$ cat config.mk
export PLATFORM = sky130hd
export DESIGN_NAME = elementwise_mult_core
export DESIGN_NICKNAME = d
export VERILOG_FILES = /design/src/hw/ew_pkg.sv /design/src/hw/elementwise_mult_core.sv
export VERILOG_INCLUDE_DIRS = /design/src /design/src/hw
export SDC_FILE = /design/constraint.sdc
export NUM_CORES = 2
export LEC_CHECK = 0
export BUFFER_PORTS_ARGS = -buffer_cell sky130_fd_sc_hd__buf_2
export CAP_MARGIN = 25
export CORE_ASPECT_RATIO = 0.5
export CORE_MARGIN = 10
export CORE_UTILIZATION = 50
export DETAILED_ROUTE_END_ITERATION = 10
export PLACE_DENSITY_LB_ADDON = 0.1
export SLEW_MARGIN = 20
export SYNTH_ARGS = -nofsm -noshare
export SYNTH_HDL_FRONTEND = slang
export SYNTH_SLANG_ARGS = --single-unit
$ cat constraint.sdc
create_clock -name clk -period 7.2 [get_ports clk]
set_input_delay 0 -clock clk [delete_from_list [all_inputs] [get_ports clk]]
set_output_delay 0 -clock clk [all_outputs]
set_load 0.02 [all_outputs]
$ cat src/hw/ew_defines.svh
`ifndef EW_DEFINES_SVH
`define EW_DEFINES_SVH

// Lanes carried side by side in one vector row.
`define EW_LANES 4

// Signed two's complement lane width.
`define EW_DATA_W 18

// Fraction bits of the fixed-point lane format.
`define EW_FRAC_W 10

// Full vector width, lane 0 in the low bits.
`define EW_VEC_W (`EW_LANES * `EW_DATA_W)

// Cell-state store geometry.
`define CS_ROWS 16
`define CS_ROW_W 4

// Three multiply stages followed by two add stages.
`define CS_PIPE_DEPTH 5

`endif

$ cat src/hw/ew_pkg.sv
`include "ew_defines.svh"

package ew_pkg;

	// One fixed-point lane.
	typedef logic signed [`EW_DATA_W-1:0] lane_t;

	// A row of lanes, lane i at bits [i*EW_DATA_W +: EW_DATA_W].
	typedef logic [`EW_VEC_W-1:0] vec_t;

	// Full precision product of two lanes.
	typedef logic signed [2*`EW_DATA_W-1:0] prod_t;

	// Index into the cell-state store.
	typedef logic [`CS_ROW_W-1:0] row_t;

	// Store runs a clear pass once after reset.
	typedef enum logic {
		CLEARING,
		RUNNING
	} store_state_t;

endpackage

$ cat src/hw/elementwise_mult_core.sv
`timescale 1ns/1ps

`include "ew_defines.svh"

module elementwise_mult_core
	import ew_pkg::*;
(
	input  logic clk,
	input  logic reset,
	input  logic i_valid,
	input  logic i_ready,
	input  vec_t i_a,
	input  vec_t i_b,
	output vec_t o_p,
	output logic o_valid
);

	// Largest and smallest lane values, widened to product width.
	localparam prod_t SAT_HI = {{(`EW_DATA_W+1){1'b0}}, {(`EW_DATA_W-1){1'b1}}};
	localparam prod_t SAT_LO = {{(`EW_DATA_W+1){1'b1}}, {(`EW_DATA_W-1){1'b0}}};

	// Half an output LSB, for round half up.
	localparam prod_t ROUND_HALF = prod_t'(1) <<< (`EW_FRAC_W - 1);

	logic enable;

	vec_t reg_a;
	vec_t reg_b;
	prod_t prod [`EW_LANES];
	prod_t reg_prod [`EW_LANES];
	vec_t scaled;
	vec_t reg_p;

	logic valid_a_b;
	logic valid_prod;
	logic valid_p;

	// Rescale a product back to lane format and clamp it.
	function automatic lane_t round_sat(input prod_t p);
		prod_t rounded;
		lane_t result;
		rounded = (p + ROUND_HALF) >>> `EW_FRAC_W;
		if (rounded > SAT_HI) begin
			result = SAT_HI[`EW_DATA_W-1:0];
		end else if (rounded < SAT_LO) begin
			result = SAT_LO[`EW_DATA_W-1:0];
		end else begin
			result = rounded[`EW_DATA_W-1:0];
		end
		return result;
	endfunction

	assign enable = i_ready;

	always_comb begin
		lane_t lane_a;
		lane_t lane_b;
		for (int i = 0; i < `EW_LANES; i++) begin
			lane_a = reg_a[i*`EW_DATA_W +: `EW_DATA_W];
			lane_b = reg_b[i*`EW_DATA_W +: `EW_DATA_W];
			prod[i] = prod_t'(lane_a) * prod_t'(lane_b);
		end
	end

	always_comb begin
		scaled = '0;
		for (int i = 0; i < `EW_LANES; i++) begin
			scaled[i*`EW_DATA_W +: `EW_DATA_W] = round_sat(reg_prod[i]);
		end
	end

	always_ff @(posedge clk) begin
		if (reset) begin
			valid_a_b <= 1'b0;
			valid_prod <= 1'b0;
			valid_p <= 1'b0;
		end else if (enable) begin
			valid_a_b <= i_valid;
			valid_prod <= valid_a_b;
			valid_p <= valid_prod;
		end
	end

	// Operands, then full products, then the rounded result.
	always_ff @(posedge clk) begin
		if (enable) begin
			reg_a <= i_a;
			reg_b <= i_b;
			reg_prod <= prod;
			reg_p <= scaled;
		end
	end

	assign o_p = reg_p;
	assign o_valid = valid_p & i_ready;

endmodule

* Word level (Yosys, flattened, before mapping)
Index checks and enable logic that the tools add are counted.
** Word-level totals
- Register bits after elaboration :: 363
- Input bits :: 148
- Output and inout port bits :: 73
- Word-level logic and storage cells :: 34
** Cells by class
- Add/sub/neg operators :: 4
- Multipliers :: 4
- Magnitude comparators :: 8
- Muxes and demuxes :: 4
- Bitwise logic cells :: 1
** Operator list (count)
- $add 36x11->36 const B :: 4
- $mul 18x18->36 :: 4
- $gt 26x18->1 const B :: 4
- $lt 26x18->1 const B :: 4
- $mux 18 :: 4
- $and 1x1->1 :: 1

* Longest topological paths before layout
- Depth after elaboration :: 3
- Mapped depth :: 26
- Gate-level depth less buffers :: 24

* Worst setup path after synthesis
No wires, ideal clock.
- Kind :: reg2reg
- From :: reg reg_a[53]
- To :: reg reg_prod[68] in the netlist's numbering (data pin)
- Arrival time :: 6074 ps
- Required time :: 6938 ps
- Path slack :: 864 ps
- Cell stages (with the launch flop) :: 25
- Path buffers :: 2
- Clock period less this slack :: 6336 ps
- Path through :: edfxtp_1 clkbuf_1 clkbuf_1 nand2_1 inv_1 fa_1 inv_1 fa_1 fa_1 inv_1 fa_1 fa_1 inv_1 fa_1 inv_1 ha_1 a21o_1 a21o_1 a211o_1 a221oi_2 a31oi_1 o211ai_1 and2_1 o21bai_1 xor2_1
** RTL lines
- from (decl) :: RTL line elementwise_mult_core.sv:27 : vec_t reg_a;
- from (signal assigned) :: RTL line elementwise_mult_core.sv:87 : reg_a <= i_a;
- to (signal assigned) :: RTL line elementwise_mult_core.sv:89 : reg_prod <= prod;
- to (decl) :: RTL line elementwise_mult_core.sv:30 : prod_t reg_prod [`EW_LANES];

==> flow_summary.yaml <==
run_status:
  status: "finished, final reports clean"
global_route:
  busiest_layer: "met2"
  use_met2_pct: 39.5
  met3_usage_pct: 3.29
  gr-usage-met1_pct: 30.1
  grt_max_degree: 133
  grt_pass1_wl_um: 244000
  grt_usage_pct: 22.9
  gr-total-overflow: 0
  antenna_found_initial: 6
  grt_pass1_vias: 45300
synthesis:
  synthDistinctLibCells: 78
  syn_area_mm2: 0.0591
  syn_avg_cell_area_um2: 10.1
  synth-seq-cells: 327
  synth-main-ff-cell: "edfxtp_1"
  synthCells: 5838
  ys_warn_count: 0
  synth-edff-count: 324
  synth_nets: 7654
  async_flop_share_pct: 0
  yosysSeqAreaShare_pct: 16.6
placement:
  dp_hpwl_um: 121000
  io_buffer_count: 220
  placedCellCount: 7562
  place.gp.congestion: 0.919
sta:
  tightest_slew_ns: 0.960
  hold_viol_final: 0
  max-slew-margin-rel_pct: 36.0
  skew_ns: 0.0289
  finalMaxSlewViolations: 0
  setup_tns_ns: 0
  fin_crit_ns: 6.87
  setup_violations: 0
  timing.final.crit_share_pct: 95.4
  max_freq_mhz: 146
setup_path:
  cp_slowest_stage_delay_ns: 0.92
  path_max_fanout: 18
  worstSetupEndpointType: "register"
  critPathMostFrequentCell: "fa_1"
  critPathKind: "register to register"
  crit_arrival_ns: 7.23
  crit_slowest_cell: "edfxtp_1"
  crit_chain: "nand2_1 -> fa_1 -> inv_1 -> fa_1 -> fa_1 -> fa_1 -> fa_1 -> inv_1 -> fa_1 -> inv_1 -> ha_1 -> a21o_1 -> a21o_1 -> a211o_1 -> a221oi_2 -> a31oi_1 -> o211ai_1 -> and2_1 -> o21bai_1 -> xor2_1"
  startpoint_type: "register"
  crit_required_ns: 7.56
clock_network:
  cts_buffers: 39
  root_buffer: "clkbuf_16"
  cts_tree: "yes"
  htree_num_levels: 2
  clk_pin_slew_ns: 0.07
  worstSkewPairLatency_ns: 0.62
  clkSinkCount: 327
  ctsLongestPathBuffers: 3
drt:
  wl_per_cell_um: 18.8
  vias_per_cell: 5.08
  drtIter0Drc: 2255
  antenna_left: 0
  vias: 39900
  wl_um: 148000
  drc: 0
  dr.pass1.iters: 5
floorplanning:
  die_y_um: 263
  die-area_mm2: 0.133
  fp.dieW_um: 506
  start_util_pct: 50.2
  fp.coreArea_mm2: 0.118
  io_pins: 221
  rows: 89
finish:
  final_common_cell: "inv_1"
  synthToLayoutAreaGrowth_pct: 11.2
  fin_nets: 8047
  final_layout_size_suffix_gt1_share_pct: 8.19
  fin_cells: 7856
  layout_common_cells: "1480 x inv_1, 1312 x fa_1, 647 x and2_1, 636 x nand2_1, 356 x ha_1"
  fin_util_pct: 55.9
hold_path:
  min_path_type: "primary input to register"
run:
  cap_violations: 0
## cells in the mapped netlist, types with 18 or more instances
| cell type | instances | area (um2) |
|---|---|---|
| and3_1 | 25 | 156 |
| nand2b_1 | 32 | 200 |
| xnor2_1 | 132 | 1160 |
| and4_1 | 18 | 158 |
| nand3_1 | 48 | 240 |
| nor3_1 | 37 | 185 |
| clkbuf_1 | 171 | 642 |
| and2_1 | 647 | 4050 |
| a31oi_1 | 21 | 131 |
| nand4_1 | 26 | 163 |
| a21o_1 | 29 | 218 |
| nor2_1 | 146 | 548 |
| xor2_1 | 72 | 631 |
| nand2_1 | 636 | 2390 |
| edfxtp_1 | 324 | 9730 |
| fa_1 | 1312 | 26300 |
| o21ai_0 | 74 | 370 |
| a21oi_1 | 65 | 325 |
| ha_1 | 356 | 4450 |
| inv_1 | 1480 | 5560 |
| o21ai_2 | 18 | 158 |
## area by class of cell
class                           count  area (um2)
Sequential cell                   327        9790
Antenna cell                        3        7.51
Tap cell                         1592        1990
Timing Repair Buffer              533        4000
Clock inverter                     30         314
Clock buffer                       41         983
Fill cell                       10400       52000
Multi-Input combinational cell   3850       43100
Inverter                         1480        5560
## per-stage QoR
stage	hold slack [ns]	area, um2	setup WS (ns)
2_1_floorplan	0.0724	59100	0.864
3_3_place_gp	0.176	62300	0.340
3_5_place_dp	0.178	62300	0.201
4_1_cts	0.0372	65000	0.160
5_1_grt	0.0703	65700	-0.00192
6_report	0.0890	65700	0.333
## state kept, by name (all words and copies together), names as in the netlist
register	cells
reg_a	72
valid_prod	1
valid_p	1
o_p	72
valid_a_b	1
reg_b	72
reg_prod	108
## logic make-up after synthesis
family	share of synthesized area [%]
buffers and inverters	10.6
flip-flops	16.6
AND/OR/NAND/NOR	14.5
AO/OA/AOI/OAI	3.19
multiplexers	0.178
XOR/XNOR	3.02
adder cells (fa/ha/maj)	51.9
## metal layers
layer  wire length (um)  vias up
met2              72000      977
met4               5040        0
met3               7980      229
met1              62800    20600
met5                  0        -
li1                   -    18100
## what timing repair did
item,in CTS,in global routing
hold endpoints to repair,227,0
hold buffers,147,0
setup endpoints to repair,0,17
setup buffers,0,73
resized for setup,0,5
## final timing paths
path,startpoint,to,slack (ns),cells after the start
max,reg_b[47],reg_prod[68],0.33,20
min,i_b[6],reg_b[6],0.09,2
max reg2reg,reg_b[47],reg_prod[68],0.33,20
min reg2reg,valid_prod,valid_prod,0.52,2
## worst max-delay path: cells and delay by family (launching register included)
kind	cells	cell delay, ns
and+or+nand+nor	2	0.40
buffers and inverters	3	0.14
AOI/OAI and AO/OA	7	1.65
adders and majority gates	7	3.33
xor gates and xnor gates	1	0.15
DFF	1	0.92
Power is not shown: default switching activity piles up to over one toggle a cycle in this logic, so the estimate is an artifact.
