## src/hw/ew_defines.svh

```systemverilog
`ifndef EW_DEFINES_SVH
`define EW_DEFINES_SVH

// Lanes carried side by side in one vector row.
`define EW_LANES 4

// Signed two's complement lane width.
`define EW_DATA_W 18

// Fraction bits of the fixed-point lane format.
`define EW_FRAC_W 10

// Full vector width, lane 0 in the low bits.
`define EW_VEC_W (`EW_LANES * `EW_DATA_W)

// Cell-state store geometry.
`define CS_ROWS 16
`define CS_ROW_W 4

// Three multiply stages followed by two add stages.
`define CS_PIPE_DEPTH 5

`endif

```

## src/hw/ew_pkg.sv

```systemverilog
`include "ew_defines.svh"

package ew_pkg;

	// One fixed-point lane.
	typedef logic signed [`EW_DATA_W-1:0] lane_t;

	// A row of lanes, lane i at bits [i*EW_DATA_W +: EW_DATA_W].
	typedef logic [`EW_VEC_W-1:0] vec_t;

	// Full precision product of two lanes.
	typedef logic signed [2*`EW_DATA_W-1:0] prod_t;

	// Index into the cell-state store.
	typedef logic [`CS_ROW_W-1:0] row_t;

	// Store runs a clear pass once after reset.
	typedef enum logic {
		CLEARING,
		RUNNING
	} store_state_t;

endpackage

```

## src/hw/elementwise_add_core.sv

```systemverilog
`timescale 1ns/1ps

`include "ew_defines.svh"

module elementwise_add_core
	import ew_pkg::*;
(
	input  logic clk,
	input  logic reset,
	input  logic i_valid,
	input  logic i_ready,
	input  vec_t i_a,
	input  vec_t i_b,
	output vec_t o_c,
	output logic o_valid,
	output logic o_ready
);

	logic enable;

	vec_t reg_a;
	vec_t reg_b;
	vec_t reg_c;
	vec_t sum;

	logic valid_a_b;
	logic valid_c;

	// Whole pipeline stalls when downstream is not ready.
	assign enable = i_ready;

	// Lanewise sum, wrapping on overflow.
	always_comb begin
		lane_t lane_a;
		lane_t lane_b;
		sum = '0;
		for (int i = 0; i < `EW_LANES; i++) begin
			lane_a = reg_a[i*`EW_DATA_W +: `EW_DATA_W];
			lane_b = reg_b[i*`EW_DATA_W +: `EW_DATA_W];
			sum[i*`EW_DATA_W +: `EW_DATA_W] = lane_a + lane_b;
		end
	end

	always_ff @(posedge clk) begin
		if (reset) begin
			valid_a_b <= 1'b0;
			valid_c <= 1'b0;
		end else if (enable) begin
			valid_a_b <= i_valid;
			valid_c <= valid_a_b;
		end
	end

	always_ff @(posedge clk) begin
		if (enable) begin
			reg_a <= i_a;
			reg_b <= i_b;
			reg_c <= sum;
		end
	end

	assign o_c = reg_c;
	assign o_valid = valid_c & i_ready;
	assign o_ready = i_ready;

endmodule

```

## config.mk

```make
export PLATFORM = sky130hd
export DESIGN_NAME = elementwise_add_core
export DESIGN_NICKNAME = d
export VERILOG_FILES = /design/src/hw/ew_pkg.sv /design/src/hw/elementwise_add_core.sv
export VERILOG_INCLUDE_DIRS = /design/src /design/src/hw
export SDC_FILE = /design/constraint.sdc
export NUM_CORES = 1
export LEC_CHECK = 0
export ABC_CLOCK_PERIOD_IN_PS = 2960
export BUFFER_PORTS_ARGS = -buffer_cell sky130_fd_sc_hd__clkbuf_2
export CAP_MARGIN = 20
export CORE_MARGIN = 1.5
export CORE_UTILIZATION = 50
export DETAILED_ROUTE_END_ITERATION = 7
export GPL_ROUTABILITY_DRIVEN = 0
export GPL_TIMING_DRIVEN = 1
export PLACE_DENSITY_LB_ADDON = 0.05
export SLEW_MARGIN = 30
export SYNTH_ARGS = -nofsm -noshare
export SYNTH_HDL_FRONTEND = slang
export SYNTH_SLANG_ARGS = --single-unit
```

## constraint.sdc

```tcl
create_clock -name clk -period 2.96 [get_ports clk]
set_clock_uncertainty 0.15 [all_clocks]
set_input_delay 0.296 -clock clk [delete_from_list [all_inputs] [get_ports clk]]
set_output_delay 0.296 -clock clk [all_outputs]
set_load 0.02 [all_outputs]
```

-- Word-level counts from Yosys, hierarchy flattened
Cells that the tools add are included.
- bitwise gates (word level): 1
- magnitude comparators: 0
- muxes and demuxes: 0
- div/mod/pow operators: 0
- reduce and logical (&&, ||, !) cells: 0
- eq/ne operators: 0
- shifts and indexed selects: 0
- multipliers: 0
- $add $sub $neg: 4
- operator list (cell ; count):
    $add 18x18->18 ; 4
    $and 1x1->1 ; 1
- memories kept: 0
- input port bits: 148
- bits in latches: 0
- memory bits (read-only): 0
- memory bits (writable): 0
- output and inout bits: 74
- logic and storage cells: 10
- register bits after elaboration: 218

-- Depth between registers and ports, before layout
- depth in word-level cells: 1
- depth in mapped cells: 9
- mapped depth without buffers: 9

-- Least setup slack after synthesis
No wires, ideal clock.
- path type: register -> register
- from: register reg_a[18]
- to: register reg_c[34], in the netlist o_c[34], data pin
- path buffers: 0
- setup slack: 577 ps
- data required time: 2552 ps
- period minus slack after synthesis: 2383 ps
- arrival: 1975 ps
- cell stages (with the launch flop): 10
- cells stage by stage: edfxtp_1 > ha_1 > inv_1 > fa_1 > nor2b_1 > o31a_1 > o21a_1 > a221o_1 > a31oi_1 > xnor2_1
- longest elaborated chain between the ends: 1
- RTL lines (element ; line ; source):
    start: declaration ; elementwise_add_core.sv:21 ; vec_t reg_a;
    start signal: assignment ; elementwise_add_core.sv:56 ; reg_a <= i_a;
    $add 18x18->18 ; elementwise_add_core.sv:40 ; sum[i*`EW_DATA_W +: `EW_DATA_W] = lane_a + lane_b;
    via sum[34] ; elementwise_add_core.sv:24 ; vec_t sum;
    end signal: assignment ; elementwise_add_core.sv:58 ; reg_c <= sum;
    end: declaration ; elementwise_add_core.sv:23 ; vec_t reg_c;
The timed path passes the listed nets, and every way through them passes these cells.
A chain may end at the register's enable or synchronous reset.

-- Worst setup path after layout
- from: register reg_a[1]
- to: register reg_c[17], in the netlist o_c[17], data pin
Same word-level chain as after synthesis.

==> flow_summary_export.csv <==
group,metric,value,unit
cells_and_area,fillers,1353,
route,post_drt_wl_per_cell,15.9,um
floorplanning,fp.coreArea,19400,sq um
synth,synthFlopType,"edfxtp_1",
synth,synth_fa_ha_area_share,9.47,%
cells_and_area,drive_gt1_share,25.0,%
clocking,cts-root-buf,"clkbuf_16",
setup_path,rr_startpoint,"reg_a[1]",
synth,synthMuxAreaShare,0.509,%
timing,maxSlewViolCount,0,
cells_and_area,utilization,70.0,%
outcome,run_status,"finished clean",
timing,worstMarginPinSlew,0.569,ns
synth,syn_nets,886,
setup_path,startpoint_type,"flop",
timing,setup_viol,0,
route,drtIter0Drc,346,
floorplanning,fp-row-count,51,
synth,synthXorXnorAreaFrac,4.72,%
placed_design,dpl_cell_area,11300,sq um
synth,syn-cell-area,9830,sq um
synth,yosys-top-cells-count,"216 x edfxtp_1, 68 x ha_1, 50 x a21oi_1",
floorplanning,die_width,143,um
synth,synth_cells,666,
synth,synth_area_leaders,"edfxtp_1 66%, ha_1 8.7%, xnor2_1 3.2%",
setup_path,crit_arrival,2.75,ns
synth,synth_top_family_by_area,"compound AO/OA/AOI/OAI gates",
timing,finalSetupTns,0,ns
clocking,cts_setup_buffers,0,
synth,synthSimpleGateAreaFrac,5.69,%
timing,rsz0062_at_grt,"no",
timing,timing.final.crit_period,2.62,ns
synth,async_flop_share,0,%
clocking,cts_hold_buf,146,
global_route,antenna_found_initial,1,
setup_path,max_stage_delay,0.41,ns
clocking,cts.htree.levels,1,
setup_path,crit_family,"compound AO/OA/AOI/OAI gates",
synth,synth_cell_types,60,
floorplanning,die_h,143,um
power_and_ir_drop,power_density,647,nW/um^2
synth,synth_compound_area_share,12.1,%
min_path,min_path_cells,1,
clocking,clk_pin_slew,0.05,ns
cells_and_area,multi_input_area,3200,sq um
setup_path,r2r_cells,7,
route,ant_nets,0,
route,vias_per_cell,5.16,
floorplanning,io_pins,222,
synth,synth_edf_count,216,
route,route.detailed.drc,0,
setup_path,crit_type,"reg -> reg",
synth,yosysWarnings,0,
timing,fin_crit_sh,88.4,%
floorplanning,dieArea,20500,sq um
synth,yosysMostFrequentCell,"edfxtp_1",
clocking,clk-insertion-delay-late,0.51,ns
setup_path,cp_cell_sequence,"ha_1 > a211oi_1 > o21a_1 > a21oi_2 > a211o_2 > mux2i_1 > a2111oi_0",
global_route,grt_pass1_vias,7087,
synth,synth_seq_cells,218,
setup_path,path_depth,7,
job,maxCapViolCount,0,
cells_and_area,design_area,13600,sq um
setup_path,r2r_slack,0.34,ns
setup_path,cp-endpoint,"o_c[17]",
setup_path,worstPathRequired,3.09,ns
timing,final_hold_viol_count,0,
cells_and_area,final_nets,1279,
synth,seq_area_frac_synth,66.4,%
clocking,numCtsBuffers,25,
route,drt_wl_total,21400,um
floorplanning,floorplan.initialDensity,50.7,%
synth,synth_area_per_cell,14.8,sq um
setup_path,crit_fanout,4,
cells_and_area,area_delta_synth_final,38.1,%
setup_path,path_buf_inv,0,
route,route.vias.total,6932,
synth,synth_top_area_share,66.0,%
timing,fmax,0.382,GHz
placed_design,hpwl,14000,um
clocking,clk_path_buf_depth,3,
global_route,grt_max_degree,68,
setup_path,critPathLaunch,"reg_a[1]",
global_route,grt_pass1_wl,33500,um
setup_path,crit_slowest_cell,"a211o_2",
clocking,cts_tree,"built",
clocking,clock-sinks,218,
global_route,grt_overflow,0,
cells_and_area,seq_area,6530,sq um
power_and_ir_drop,max-vdd-ir-drop,0.525,mV
timing,relSlewSlack,62.0,%
setup_path,r2r-end,"o_c[17]",
timing,hold_slack,0.236,ns
synth,yosysTopAreaCell,"edfxtp_1",
route,firstDrtPassIters,4,
placed_design,port_buffers,221,
setup_path,end_kind,"flop",
power_and_ir_drop,leakagePower,5.63,nW
min_path,min_path_type,"in -> reg",
clocking,cts-resized-gates,0,
global_route,grtUsageTotal,20.7,%
==> power by group <==
part	internal (W)	total (W)	leakage [nW]	switching (W)
Sequential	0.00386	0.00397	2.13	0.000119
Clock	0.00174	0.00292	0.385	0.00117
Combinational	0.000822	0.00189	3.11	0.00107
Total	0.00642	0.00878	5.63	0.00236
==> stage by stage <==
step	worst slack [ns]	power, W	std cells
after floorplan	0.577	0.00517	666
after global placement	0.434	0.00569	1151
after detailed placement	0.374	0.00574	1151
after CTS	0.352	0.00883	1343
after global routing	0.0739	0.00920	1344
final	0.343	0.00878	1344
==> placed cells by master, fill, tap and decap left out, drive strengths merged, types with 4 or more instances in the layout <==
cell	instances
dlygate4sd3	146
nor3	14
xor2	17
nand2b	4
a31oi	10
a2111oi	4
a21boi	4
nand3	5
a211oi	8
o21ai	23
edfxtp	216
a21oi	51
mux2i	5
buf	4
clkbuf	256
ha	68
o21a	14
fa	4
nor2b	8
clkinv	8
nor2	34
and2	4
xnor2	36
nand2	30
inv	24
o31a	5
and3	6
o211ai	5
a21o	21
==> layer usage <==
| layer | routed length [um] | share of wire, % | GRT usage (%) | up-vias |
|---|---|---|---|---|
| li1 | - | - | - | 3379 |
| met1 | 8700 | 41 | 24.5 | 3278 |
| met2 | 10700 | 50 | 36.8 | 231 |
| met3 | 1370 | 6.4 | 5.13 | 44 |
| met4 | 625 | 2.9 | 6.82 | 0 |
| met5 | 0 | 0 | 0 | - |
==> worst reg2reg max path, delay by kind of cell (launching register included) <==
kind            cells  cell delay [ns]
fa+ha+maj           1             0.33
flops               1             0.39
mux                 1             0.14
compound gates      5             1.39
==> state kept, by name (all words and copies together), names as in the netlist <==
name,count
o_c,72
reg_a,72
reg_b,72
valid_a_b,1
valid_c,1
==> worst min path at each step <==
stage / from / endpoint
finish: i_ready / reg_b[36]
detailed placement: i_b[29] / reg_b[29]
global placement: valid_c / valid_c
CTS: i_ready / o_c[36]
floorplan: reset / valid_a_b
global route: i_ready / o_c[36]
==> cell families after synthesis <==
group | count (synthesis)
XOR/XNOR | 53
flip-flops | 218
AND/OR/NAND/NOR | 117
adder cells (fa/ha/maj) | 72
buffers and inverters | 28
multiplexers | 5
AO/OA/AOI/OAI | 173
==> layout make-up <==
| class | instances | share of cell area [%] |
|---|---|---|
| clock inverters | 11 | 0.654 |
| multi-input cells | 420 | 23.5 |
| well taps | 265 | 2.44 |
| clock buffers | 35 | 5.18 |
| flip-flops and latches | 218 | 48.1 |
| diodes | 1 | 0.0184 |
| inverters | 23 | 0.636 |
| repair buffers | 371 | 19.5 |
No activity file was read; power rests on OpenSTA's default activity.
