<file path="config.mk">
export PLATFORM = sky130hd
export DESIGN_NAME = cell_state_store
export DESIGN_NICKNAME = d
export VERILOG_FILES = /design/src/hw/ew_pkg.sv /design/src/hw/cell_state_store.sv
export VERILOG_INCLUDE_DIRS = /design/src /design/src/hw
export SDC_FILE = /design/constraint.sdc
export NUM_CORES = 1
export LEC_CHECK = 0
export BUFFER_PORTS_ARGS = -buffer_cell sky130_fd_sc_hd__buf_4
export CAP_MARGIN = 5
export CORE_MARGIN = 10
export CORE_UTILIZATION = 55
export DETAILED_ROUTE_END_ITERATION = 8
export PLACE_DENSITY = 0.72
export SYNTH_ARGS = -nofsm -noshare
export SYNTH_HDL_FRONTEND = slang
export SYNTH_SLANG_ARGS = --single-unit
</file>
<file path="constraint.sdc">
create_clock -name clk -period 7.3 [get_ports clk]
set_input_delay 1.46 -clock clk [delete_from_list [all_inputs] [get_ports clk]]
set_output_delay 1.46 -clock clk [all_outputs]
set_load 0.03 [all_outputs]
</file>
<file path="src/hw/ew_defines.svh">
`ifndef EW_DEFINES_SVH
`define EW_DEFINES_SVH

// Lanes carried side by side in one vector row.
`define EW_LANES 4

// Signed two's complement lane width.
`define EW_DATA_W 18

// Fraction bits of the fixed-point lane format.
`define EW_FRAC_W 10

// Full vector width, lane 0 in the low bits.
`define EW_VEC_W (`EW_LANES * `EW_DATA_W)

// Cell-state store geometry.
`define CS_ROWS 16
`define CS_ROW_W 4

// Three multiply stages followed by two add stages.
`define CS_PIPE_DEPTH 5

`endif

</file>
<file path="src/hw/ew_pkg.sv">
`include "ew_defines.svh"

package ew_pkg;

	// One fixed-point lane.
	typedef logic signed [`EW_DATA_W-1:0] lane_t;

	// A row of lanes, lane i at bits [i*EW_DATA_W +: EW_DATA_W].
	typedef logic [`EW_VEC_W-1:0] vec_t;

	// Full precision product of two lanes.
	typedef logic signed [2*`EW_DATA_W-1:0] prod_t;

	// Index into the cell-state store.
	typedef logic [`CS_ROW_W-1:0] row_t;

	// Store runs a clear pass once after reset.
	typedef enum logic {
		CLEARING,
		RUNNING
	} store_state_t;

endpackage

</file>
<file path="src/hw/cell_state_store.sv">
`timescale 1ns/1ps

`include "ew_defines.svh"

module cell_state_store
	import ew_pkg::*;
(
	input  logic clk,
	input  logic reset,
	input  logic i_ready,
	input  logic i_accept,
	input  row_t i_rd_row,
	input  logic i_wr_en,
	input  vec_t i_wr_data,
	output vec_t o_rd_data,
	output row_t o_wr_row,
	output logic o_hold
);

	localparam int LAST = `CS_PIPE_DEPTH - 1;

	vec_t mem [`CS_ROWS];

	store_state_t state;
	row_t clear_row;

	// Rows in flight, entry 0 is the newest.
	row_t tag_row [`CS_PIPE_DEPTH];
	logic [`CS_PIPE_DEPTH-1:0] tag_valid;

	logic row_busy;

	// Walk through every row once, then run.
	always_ff @(posedge clk) begin
		if (reset) begin
			state <= CLEARING;
			clear_row <= '0;
		end else if (state == CLEARING) begin
			clear_row <= clear_row + 1'b1;
			if (clear_row == row_t'(`CS_ROWS - 1)) begin
				state <= RUNNING;
			end
		end
	end

	always_ff @(posedge clk) begin
		if (state == CLEARING) begin
			mem[clear_row] <= '0;
		end else if (i_wr_en) begin
			mem[tag_row[LAST]] <= i_wr_data;
		end
	end

	// Tags move in step with the datapath stages.
	always_ff @(posedge clk) begin
		if (reset) begin
			tag_valid <= '0;
		end else if (i_ready) begin
			tag_valid <= {tag_valid[LAST-1:0], i_accept};
		end
	end

	always_ff @(posedge clk) begin
		if (i_ready) begin
			tag_row[0] <= i_rd_row;
			for (int k = 1; k < `CS_PIPE_DEPTH; k++) begin
				tag_row[k] <= tag_row[k-1];
			end
		end
	end

	// A row still in flight has a stale value in the store.
	always_comb begin
		row_busy = 1'b0;
		for (int k = 0; k < `CS_PIPE_DEPTH; k++) begin
			if (tag_valid[k] && (tag_row[k] == i_rd_row)) begin
				row_busy = 1'b1;
			end
		end
	end

	assign o_hold = (state == CLEARING) | row_busy;
	assign o_rd_data = mem[i_rd_row];
	assign o_wr_row = tag_row[LAST];

endmodule

</file>
-- Word level (Yosys, flattened, before mapping)
Memories as Yosys holds them, arrays and structs flattened.
Index checks and enable logic that the tools add are counted.
- add/sub/neg operators: 1
- reduce and logical (&&, ||, !) cells: 6
- bitwise logic cells: 2
- equal/unequal tests: 6
- multiplexer cells: 16
- operators with widths (kind ; number):
    2-to-1 mux 72 bit ; 1
    OR reduction 72 bit ; 1
    == test 4 bit ; 5
    2-to-1 mux 1 bit ; 14
    logical AND 1 bit ; 5
    adder 4 x 1 -> 4 bit, second input constant ; 1
    == test 4 bit, second input constant ; 1
    2-to-1 mux 4 bit ; 1
    inverter 1 bit ; 1
    OR 1 bit ; 1
- output and inout bits: 77
- memories kept: 2
- input bits: 81
- RAM bits: 1172
- logic and storage cells: 36
- register bits after elaboration: 10
- memories (memory ; words ; width ; rd ports ; clocked after Yosys merged registers in ; wr ports ; line ; source):
    mem ; 16 ; 72 ; 1 ; 0 ; 1 ; cell_state_store.sv:22 ; vec_t mem [`CS_ROWS];
    tag_row ; 5 ; 4 ; 5 ; 0 ; 5 ; cell_state_store.sv:28 ; row_t tag_row [`CS_PIPE_DEPTH];

-- Depth between registers and ports, before layout
Gate-level depths: netlist of the first run.
- depth after elaboration: 8
- gate-level depth with buffers: 7
- depth with buffers taken out: 5

-- Least setup slack after synthesis of the first run
OpenSTA, ideal clock, no wires.
- path kind: input to register
- from: in i_wr_en
- to: mem mem[2][0] (netlist name) (enable)
- path slack: 1.785 ns
- arrival: 5.012 ns
- stages on the path: 4
- buffers on the path: 1
- path through: clkbuf_1 -> nor3b_1 -> a21oi_1 -> nor2_1
- cells in the longest elaborated chain, start to end: 5
- ends and longest elaborated chain (what ; line ; source):
    start, declared ; cell_state_store.sv:13 ; input logic i_wr_en,
    2-to-1 mux 1 bit (*) ; cell_state_store.sv:49 ; end else if (i_wr_en) begin
    2-to-1 mux 1 bit (*) ; cell_state_store.sv:47 ; if (state == CLEARING) begin
    2-to-1 mux 1 bit (not written as such) (*) ; cell_state_store.sv:50 ; mem[tag_row[LAST]] <= i_wr_data;
    OR reduction 72 bit (no line) ; -- ;
    2-to-1 mux 4 bit (no line) / 2-to-1 mux 1 bit (equally long branches) ; -- ;
    end, declared ; cell_state_store.sv:22 ;
Every way passes the cells marked *; elsewhere a longest branch is shown, timed or not.

-- Final worst setup path of the first run
- from: in i_rd_row[0]
- to: out o_rd_data[15]
- cells in the longest elaborated chain, start to end: 1
- ends and longest elaborated chain (what ; line ; source):
    start, declared ; cell_state_store.sv:12 ; input row_t i_rd_row,
    memory (16 x 72 bit) ; -- ;
    end, declared ; cell_state_store.sv:15 ; output vec_t o_rd_data,
No other way between the ends.

==> results.rst, run 1 <==
.. list-table::
   :header-rows: 1

   * - Metric
     - Value
   * - Run status
     - finished clean
   * - Initial antenna violation count
     - 1
   * - First-pass GRT wire length
     - 150000 um
   * - Die Wd
     - 306 um
   * - Sum Neg Setup Slack
     - 0 ps
   * - Summed instance area of the synthesized netlist
     - 44900 um^2
   * - Total clock buffers created by CTS
     - 113
   * - Wire length per cell
     - 30.1 um
   * - Die footprint
     - 93500 um^2
   * - Switching power share of the total
     - between 20% and 30%
   * - Cell count after placement
     - 3122
   * - Leakage
     - 0.0182 uW
   * - Tmin final
     - 5220 ps
   * - Number of standard cells after synthesis
     - 1979
   * - Clk Latency, worst-skew pair
     - 680 ps
   * - Highest net fanout along the worst path
     - between 70 and 80
   * - Fraction of power consumed by sequential logic
     - between 50 and 60%
   * - Antenna viol nets, final
     - 0
   * - Mapped Avg Cell Area
     - 22.7 um^2
   * - Crit Path Class
     - in -> out
   * - Starting utilization of the core area
     - 55.7%
   * - Clk network pwr share
     - 41.7%
   * - Vias per cell
     - 6.42
   * - Clock Pin Slew Worst Setup and Hold Paths
     - 60 ps
   * - Die Y-Extent
     - 306 um
   * - Leading post-synthesis cells by cell area
     - sky130_fd_sc_hd__edfxtp_1 78%, sky130_fd_sc_hd__mux4_2 14%, sky130_fd_sc_hd__a22oi_1 2.4%, sky130_fd_sc_hd__and3_1 1.0%, sky130_fd_sc_hd__nand2_1 0.66%
   * - Filler Cell Count
     - 5242
   * - Placement row count
     - 104
   * - Routed via count
     - 21417
   * - Worst path cell trace
     - buf_8 -> buf_12 -> mux4_2 -> a22oi_1 -> nand2_1 -> buf_4
   * - Largest area contributor in the netlist
     - sky130_fd_sc_hd__edfxtp_1
   * - Share of final-layout standard cells stronger than drive strength 1
     - 30.3%
   * - Number of storage elements in the synthesis netlist
     - between 1000 and 1500
   * - Portion of the clock cycle consumed by the worst path in the final layout
     - 71.5%
   * - DRC marker count from the first detailed-route iteration
     - 2332
   * - Count of hold buffers inserted by post-cts repair
     - 0
   * - Type of origin of the critical path
     - input pin
   * - Nets
     - 2259
   * - Count of placed standard cells in the final layout, fillers left out
     - 3336
   * - Overall overflow remaining after global route
     - 0
   * - Number of pins exceeding their max-slew limit in the final report
     - 0
   * - Path type of the worst min-delay path
     - reg -> reg
   * - Max-cap check violation count
     - 0
   * - DRT Pass-1 Iters
     - 5
   * - H-tree levels
     - 3
   * - Cell-internal power
     - ~11000 uW
   * - Post-Synthesis Net Count
     - 2061
   * - Global-route usage over all layers
     - 21.5%
   * - # resized after CTS
     - 0
   * - Core outline area
     - 80700 um^2
   * - CTS tree
     - built
   * - Share of Yosys cell area claimed by the top area cell type
     - 78.4%
   * - Number of different library cells in the post-synthesis netlist
     - 28
   * - Relative contribution of combinational cells to total power
     - 5.5%
   * - Clk sinks
     - 1182
   * - Final-report hold violation count
     - 0
   * - Area grow syn2layout
     - 14.5%
   * - Final count of negative-setup-slack endpoints
     - 0
   * - Final HPWL DP
     - 50000 um
   * - Clock Root Buffer
     - sky130_fd_sc_hd__clkbuf_16
   * - Post-synthesis sequential area ratio
     - 78.8%
   * - Final antenna diode count
     - 0
   * - Largest stage delay, worst path
     - 660 ps
   * - Weighted congestion reported at the end of routability-driven placement
     - 0.767
   * - Critical Path Sink Type
     - output port
   * - Yosys warnings
     - 0
   * - Net Switching
     - 2990 uW
   * - IO buf count
     - 157
   * - Worst-case clock skew
     - 32.4 ps
   * - Cell at the slowest stage of the critical path
     - sky130_fd_sc_hd__buf_8
   * - Wire length reported by the detailed router
     - 100000 um
   * - I/O pin count
     - 158
   * - DRC violation count after routing
     - 0
   * - VDD IR-drop max
     - 0.000224 V
   * - Vias in the first global route
     - 22480
   * - CTS max path bufs
     - 3
   * - Setup repair after global routing missed its margin
     - no
   * - Required time reported for the critical path endpoint
     - 5840 ps
   * - Remaining max-slew budget at the tightest pin
     - 23.4%
   * - Post-CTS setup buffer count
     - 0
   * - Pin count of the biggest net entering global routing
     - approximately 110
   * - Multi-input logic area
     - 9030 um^2
   * - PwrDens
     - 278 nW/um^2
   * - Max Clk Rate
     - 0.192 GHz
   * - Seq. cell area
     - 35400 um^2
   * - Slew of the pin with the lowest slew margin
     - between 1000 and 1500 ps
   * - Arrival time of the worst setup path
     - 3760 ps
per-stage QoR:
step / utilization, % / total power, uW / setup slack, ps / cell area [um^2] / hold WS (ps)
final: 63.7 / 14300 / 2080 / 51400 / 472
after global routing: 63.7 / 14700 / 1900 / 51400 / 487
after CTS: 63.7 / 14400 / 2000 / 51400 / 474
after detailed placement: 59.0 / 8500 / 2020 / 47600 / 459
after global placement: 59.0 / 8480 / 2020 / 47600 / 454
after floorplan: - / 8190 / 1780 / 44900 / 447
sequential cells by signal, summed over array words and instances (netlist names):
| signal | cells |
|---|---|
| tag_valid | 5 |
| mem | 1152 |
| state | 1 |
| tag_row | 20 |
| clear_row | 4 |
cell type report:
type	count	share of cell area (%)
clock buffers	135	5.74
repair buffers	205	3.53
clock inverters	79	1.73
inverters	2	0.0146
well taps	1060	2.58
multi-input cells	673	17.6
flip-flops and latches	1182	68.8
kinds of logic after synthesis:
kind of cell | after synthesis | synth area share (%)
AOI/OAI and AO/OA | 155 | 2.56
muxes | 294 | 14.6
xor gates and xnor gates | 23 | 0.448
and+or+nand+nor | 200 | 2.18
buffers and inverters | 124 | 1.41
adders and majority gates | 1 | 0.0279
DFF | 1182 | 78.8
worst paths after layout:
path / startpoint / to / slack (ps) / cells after the start
worst max-delay path: i_rd_row[0] / o_rd_data[15] / 2080 / 6
worst min-delay path: tag_row[0][6] / tag_row[0][10] / 470 / 0
worst max register to register: state / mem[2][23] / 3390 / 6
worst min register to register: tag_row[0][6] / tag_row[0][10] / 470 / 0
power groups by stage:
| stage | combinational [uW] | clock (uW) | sequential (uW) |
|---|---|---|---|
| 6_report | 783 | 5970 | 7560 |
| 5_1_grt | 829 | 6320 | 7570 |
| 3_3_place_gp | 792 | 0 | 7690 |
| 4_1_cts | 797 | 6040 | 7560 |
| 2_1_floorplan | 487 | 0 | 7700 |
| 3_5_place_dp | 794 | 0 | 7700 |
cell usage in the layout (no fill, tap or decap), types with 2 or more instances in the layout:
| cell | instances |
|---|---|
| sky130_fd_sc_hd__nor2_4 | 17 |
| sky130_fd_sc_hd__clkinvlp_4 | 10 |
| sky130_fd_sc_hd__nor3b_1 | 5 |
| sky130_fd_sc_hd__mux2i_1 | 6 |
| sky130_fd_sc_hd__nor2_1 | 13 |
| sky130_fd_sc_hd__and3_1 | 72 |
| sky130_fd_sc_hd__clkbuf_1 | 20 |
| sky130_fd_sc_hd__nor2b_4 | 2 |
| sky130_fd_sc_hd__xnor2_1 | 7 |
| sky130_fd_sc_hd__nor3_1 | 5 |
| sky130_fd_sc_hd__dfxtp_1 | 9 |
| sky130_fd_sc_hd__nor4_1 | 2 |
| sky130_fd_sc_hd__buf_12 | 21 |
| sky130_fd_sc_hd__a22oi_1 | 144 |
| sky130_fd_sc_hd__buf_8 | 2 |
| sky130_fd_sc_hd__inv_1 | 2 |
| sky130_fd_sc_hd__nand2_1 | 79 |
| sky130_fd_sc_hd__clkinv_8 | 2 |
| sky130_fd_sc_hd__edfxtp_1 | 1172 |
| sky130_fd_sc_hd__a21oi_1 | 3 |
| sky130_fd_sc_hd__clkinv_1 | 19 |
| sky130_fd_sc_hd__inv_6 | 3 |
| sky130_fd_sc_hd__a31oi_1 | 7 |
| sky130_fd_sc_hd__buf_4 | 182 |
| sky130_fd_sc_hd__mux4_2 | 288 |
| sky130_fd_sc_hd__clkbuf_16 | 115 |
| sky130_fd_sc_hd__bufinv_16 | 17 |
| sky130_fd_sc_hd__clkinv_4 | 5 |
| sky130_fd_sc_hd__clkinv_2 | 22 |
| sky130_fd_sc_hd__xor2_1 | 16 |
metal layers:
metal	wire [um]	track usage [%]	part of all wire, %	up-vias
met2	50900	36.2	51	1007
met5	20	0	0.020	-
li1	-	-	-	8816
met1	39200	29.2	39	11440
met4	1880	5.20	1.9	2
met3	8390	4.10	8.4	152
Yosys cell counts, drive strengths merged:
library cell  instances
o22a                  1
edfxtp             1172
mux4                288
ha                    1
nor2                 30
a22oi               144
xnor2                 7
nand3                 1
nor3b                 5
nand2                79
nand4                 1
a31oi                 7
xor2                 16
buf                  58
nor3                  5
or3                   1
inv                   2
clkbuf               64
and2                  1
a21oi                 3
mux2i                 6
and3                 72
nor2b                 3
nor4                  2
dfxtp                10
critical path, delay by kind of cell:
family	cells	cell delay (ps)
buffers and inverters	3	1220
multiplexers	1	540
AO/OA/AOI/OAI	1	270
AND/OR/NAND/NOR	1	210
Note: power is estimated with default switching activity, not from simulation.
==> inputs of run 2 (changes only) <==
PLACE_DENSITY = 0.75   (was 0.72)
clock period = 4.2 ns   (was 7.3 ns; I/O delays follow)
==> results.rst, run 2 (synthesis results as in run 1) <==
.. list-table::
   :header-rows: 1

   * - Metric
     - Value
   * - Run status
     - finished clean
   * - Clock Pin Slew Worst Setup and Hold Paths
     - 70 ps (about the same)
   * - Slew of the pin with the lowest slew margin
     - 1030 ps (-116 ps)
   * - Max-cap check violation count
     - 0 (unchanged)
   * - DRT Pass-1 Iters
     - 5 (unchanged)
   * - Wire length reported by the detailed router
     - 103000 um (+2.3%)
   * - Share of final-layout standard cells stronger than drive strength 1
     - 30.7% (+0.41 points)
   * - Clk sinks
     - 1182 (unchanged)
   * - Clk Latency, worst-skew pair
     - 680 ps (about the same)
   * - Overall overflow remaining after global route
     - 0 (unchanged)
   * - Remaining max-slew budget at the tightest pin
     - 30.8% (+7.4 points)
   * - Crit Path Class
     - in -> out
   * - Nets
     - 2289 (+1.3%)
   * - Required time reported for the critical path endpoint
     - 3360 ps (-2480 ps)
   * - Antenna viol nets, final
     - 0 (unchanged)
   * - Highest net fanout along the worst path
     - 22 (-69%)
   * - Global-route usage over all layers
     - 22.0% (+0.41 points)
   * - Post-CTS setup buffer count
     - 0 (unchanged)
   * - Setup repair after global routing missed its margin
     - no
   * - Placement row count
     - 104 (unchanged)
   * - PnR worst setup slack
     - 596 ps (-1480 ps)
   * - Filler Cell Count
     - 5137 (-2.0%)
   * - Minimum setup slack after placement
     - 537 ps (-1480 ps)
   * - DRC marker count from the first detailed-route iteration
     - 2412 (+3.4%)
   * - CTS tree
     - built
   * - Weighted congestion reported at the end of routability-driven placement
     - 0.747 (-2.5%)
   * - Max Clk Rate
     - about 0.28 GHz
   * - Die Wd
     - 306 um (unchanged)
   * - PwrDens
     - 474 nW/um^2 (+70%)
   * - Final-report hold violation count
     - 0 (unchanged)
   * - Largest registers in the final layout
     - mem (1152), tag_row (20), tag_valid (5)
   * - Path type of the worst min-delay path
     - in -> reg
   * - Total power after layout
     - 24500 uW (+71%)
   * - Starting utilization of the core area
     - 55.7% (unchanged)
   * - Final HPWL DP
     - 52500 um (+4.8%)
   * - Top reg by flops
     - mem
   * - Leakage
     - 0.0184 uW (+0.88%)
   * - Vias per cell
     - 6.45 (+0.49%)
   * - Count of hold buffers inserted by post-cts repair
     - 0 (unchanged)
   * - I/O pin count
     - 158 (unchanged)
   * - Initial antenna violation count
     - 1 (unchanged)
   * - Flip-flop count of the largest register after layout
     - 1152 (unchanged)
   * - Post-Layout Inst Area
     - 51700 um^2 (+0.62%)
   * - Core outline area
     - 80700 um^2 (unchanged)
   * - IO buf count
     - 157 (unchanged)
   * - Critical Path Sink Type
     - output port
   * - Die Y-Extent
     - 306 um (unchanged)
   * - Tmin final
     - between 3000 and 4000 ps
   * - CTS max path bufs
     - 3 (unchanged)
   * - H-tree levels
     - 3 (unchanged)
   * - Final antenna diode count
     - 0 (unchanged)
   * - Portion of the clock cycle consumed by the worst path in the final layout
     - 85.8%
   * - Final count of negative-setup-slack endpoints
     - 0 (unchanged)
   * - DRC violation count after routing
     - 0 (unchanged)
   * - Worst hold margin
     - 410 ps (-61.2 ps)
   * - Number of pins exceeding their max-slew limit in the final report
     - 0 (unchanged)
   * - First-pass GRT wire length
     - 153000 um (+2.0%)
   * - VDD IR-drop max
     - 0.000335 V (+50%)
   * - Vias in the first global route
     - 22885 (+1.8%)
   * - Die footprint
     - 93500 um^2 (unchanged)
   * - Wire length per cell
     - 30.5 um (+1.5%)
   * - Type of origin of the critical path
     - input pin
   * - Area grow syn2layout
     - 15.2%
   * - Clock Root Buffer
     - sky130_fd_sc_hd__clkbuf_16
   * - Arrival time of the worst setup path
     - 2760 ps (-1000 ps)
   * - # resized after CTS
     - 0 (unchanged)
   * - Routed via count
     - 21683 (+1.2%)
   * - Total clock buffers created by CTS
     - 111 (-1.8%)
   * - Pin count of the biggest net entering global routing
     - 73 (-32%)
   * - Worst-case clock skew
     - 27.2 ps (-5.26 ps)
   * - Cell Area, Placed
     - 48100 um^2 (+1.1%)
   * - Most frequent cells in the layout
     - 1172 x sky130_fd_sc_hd__edfxtp_1, 288 x sky130_fd_sc_hd__mux4_2, 192 x sky130_fd_sc_hd__buf_4
   * - Most frequent standard cell in the layout excluding fill and tap cells
     - sky130_fd_sc_hd__edfxtp_1
## run 2: per-stage QoR
step                      util (%)  std cells  setup TNS, ps
after floorplan                  -       1979        -149260
after global placement        59.6       3154              0
after detailed placement      59.6       3154              0
after CTS                     64.1       3361              0
after global routing          64.1       3361              0
final                         64.1       3361              0
## run 2: routing by layer
metal,global-route usage [%],share of wire (%),up-vias
li1,-,-,8877
met1,29.4,38,11490
met2,37.3,51,1124
met3,3.09,8.0,192
met4,7.04,2.8,0
met5,0,0,-
## run 2: power breakdown
part / total (uW) / internal [uW] / switching [uW]
clock: 9980 / 5740 / 4240
combinational: 1410 / 561 / 844
sequential: 13100 / 13100 / 72.0
## run 2: critical path: stages
cell and delay (ps):
sky130_fd_sc_hd__buf_8 240, sky130_fd_sc_hd__buf_4 410, sky130_fd_sc_hd__mux4_2 550, sky130_fd_sc_hd__a22oi_1 260, sky130_fd_sc_hd__nand2_1 200, sky130_fd_sc_hd__buf_4 220
## run 2: area by class of cell
cell class / count / area [um^2] / area share (%)
clock buffers: 125 / 2850 / 5.51
clock inverters: 82 / 795 / 1.54
inverters: 2 / 7.51 / 0.0145
multi-input cells: 673 / 9030 / 17.5
flip-flops and latches: 1182 / 35400 / 68.4
well taps: 1060 / 1330 / 2.56
repair buffers: 237 / 2330 / 4.51
## run 2: worst paths after layout
check                              startpoint             to  slack [ps]  cells after the start
worst max-delay path              i_rd_row[0]  o_rd_data[71]         600                      6
worst min-delay path                    reset          state         410                      2
worst max register to register          state     mem[7][36]        1490                      5
worst min register to register  tag_row[0][4]  tag_row[0][8]         470                      0
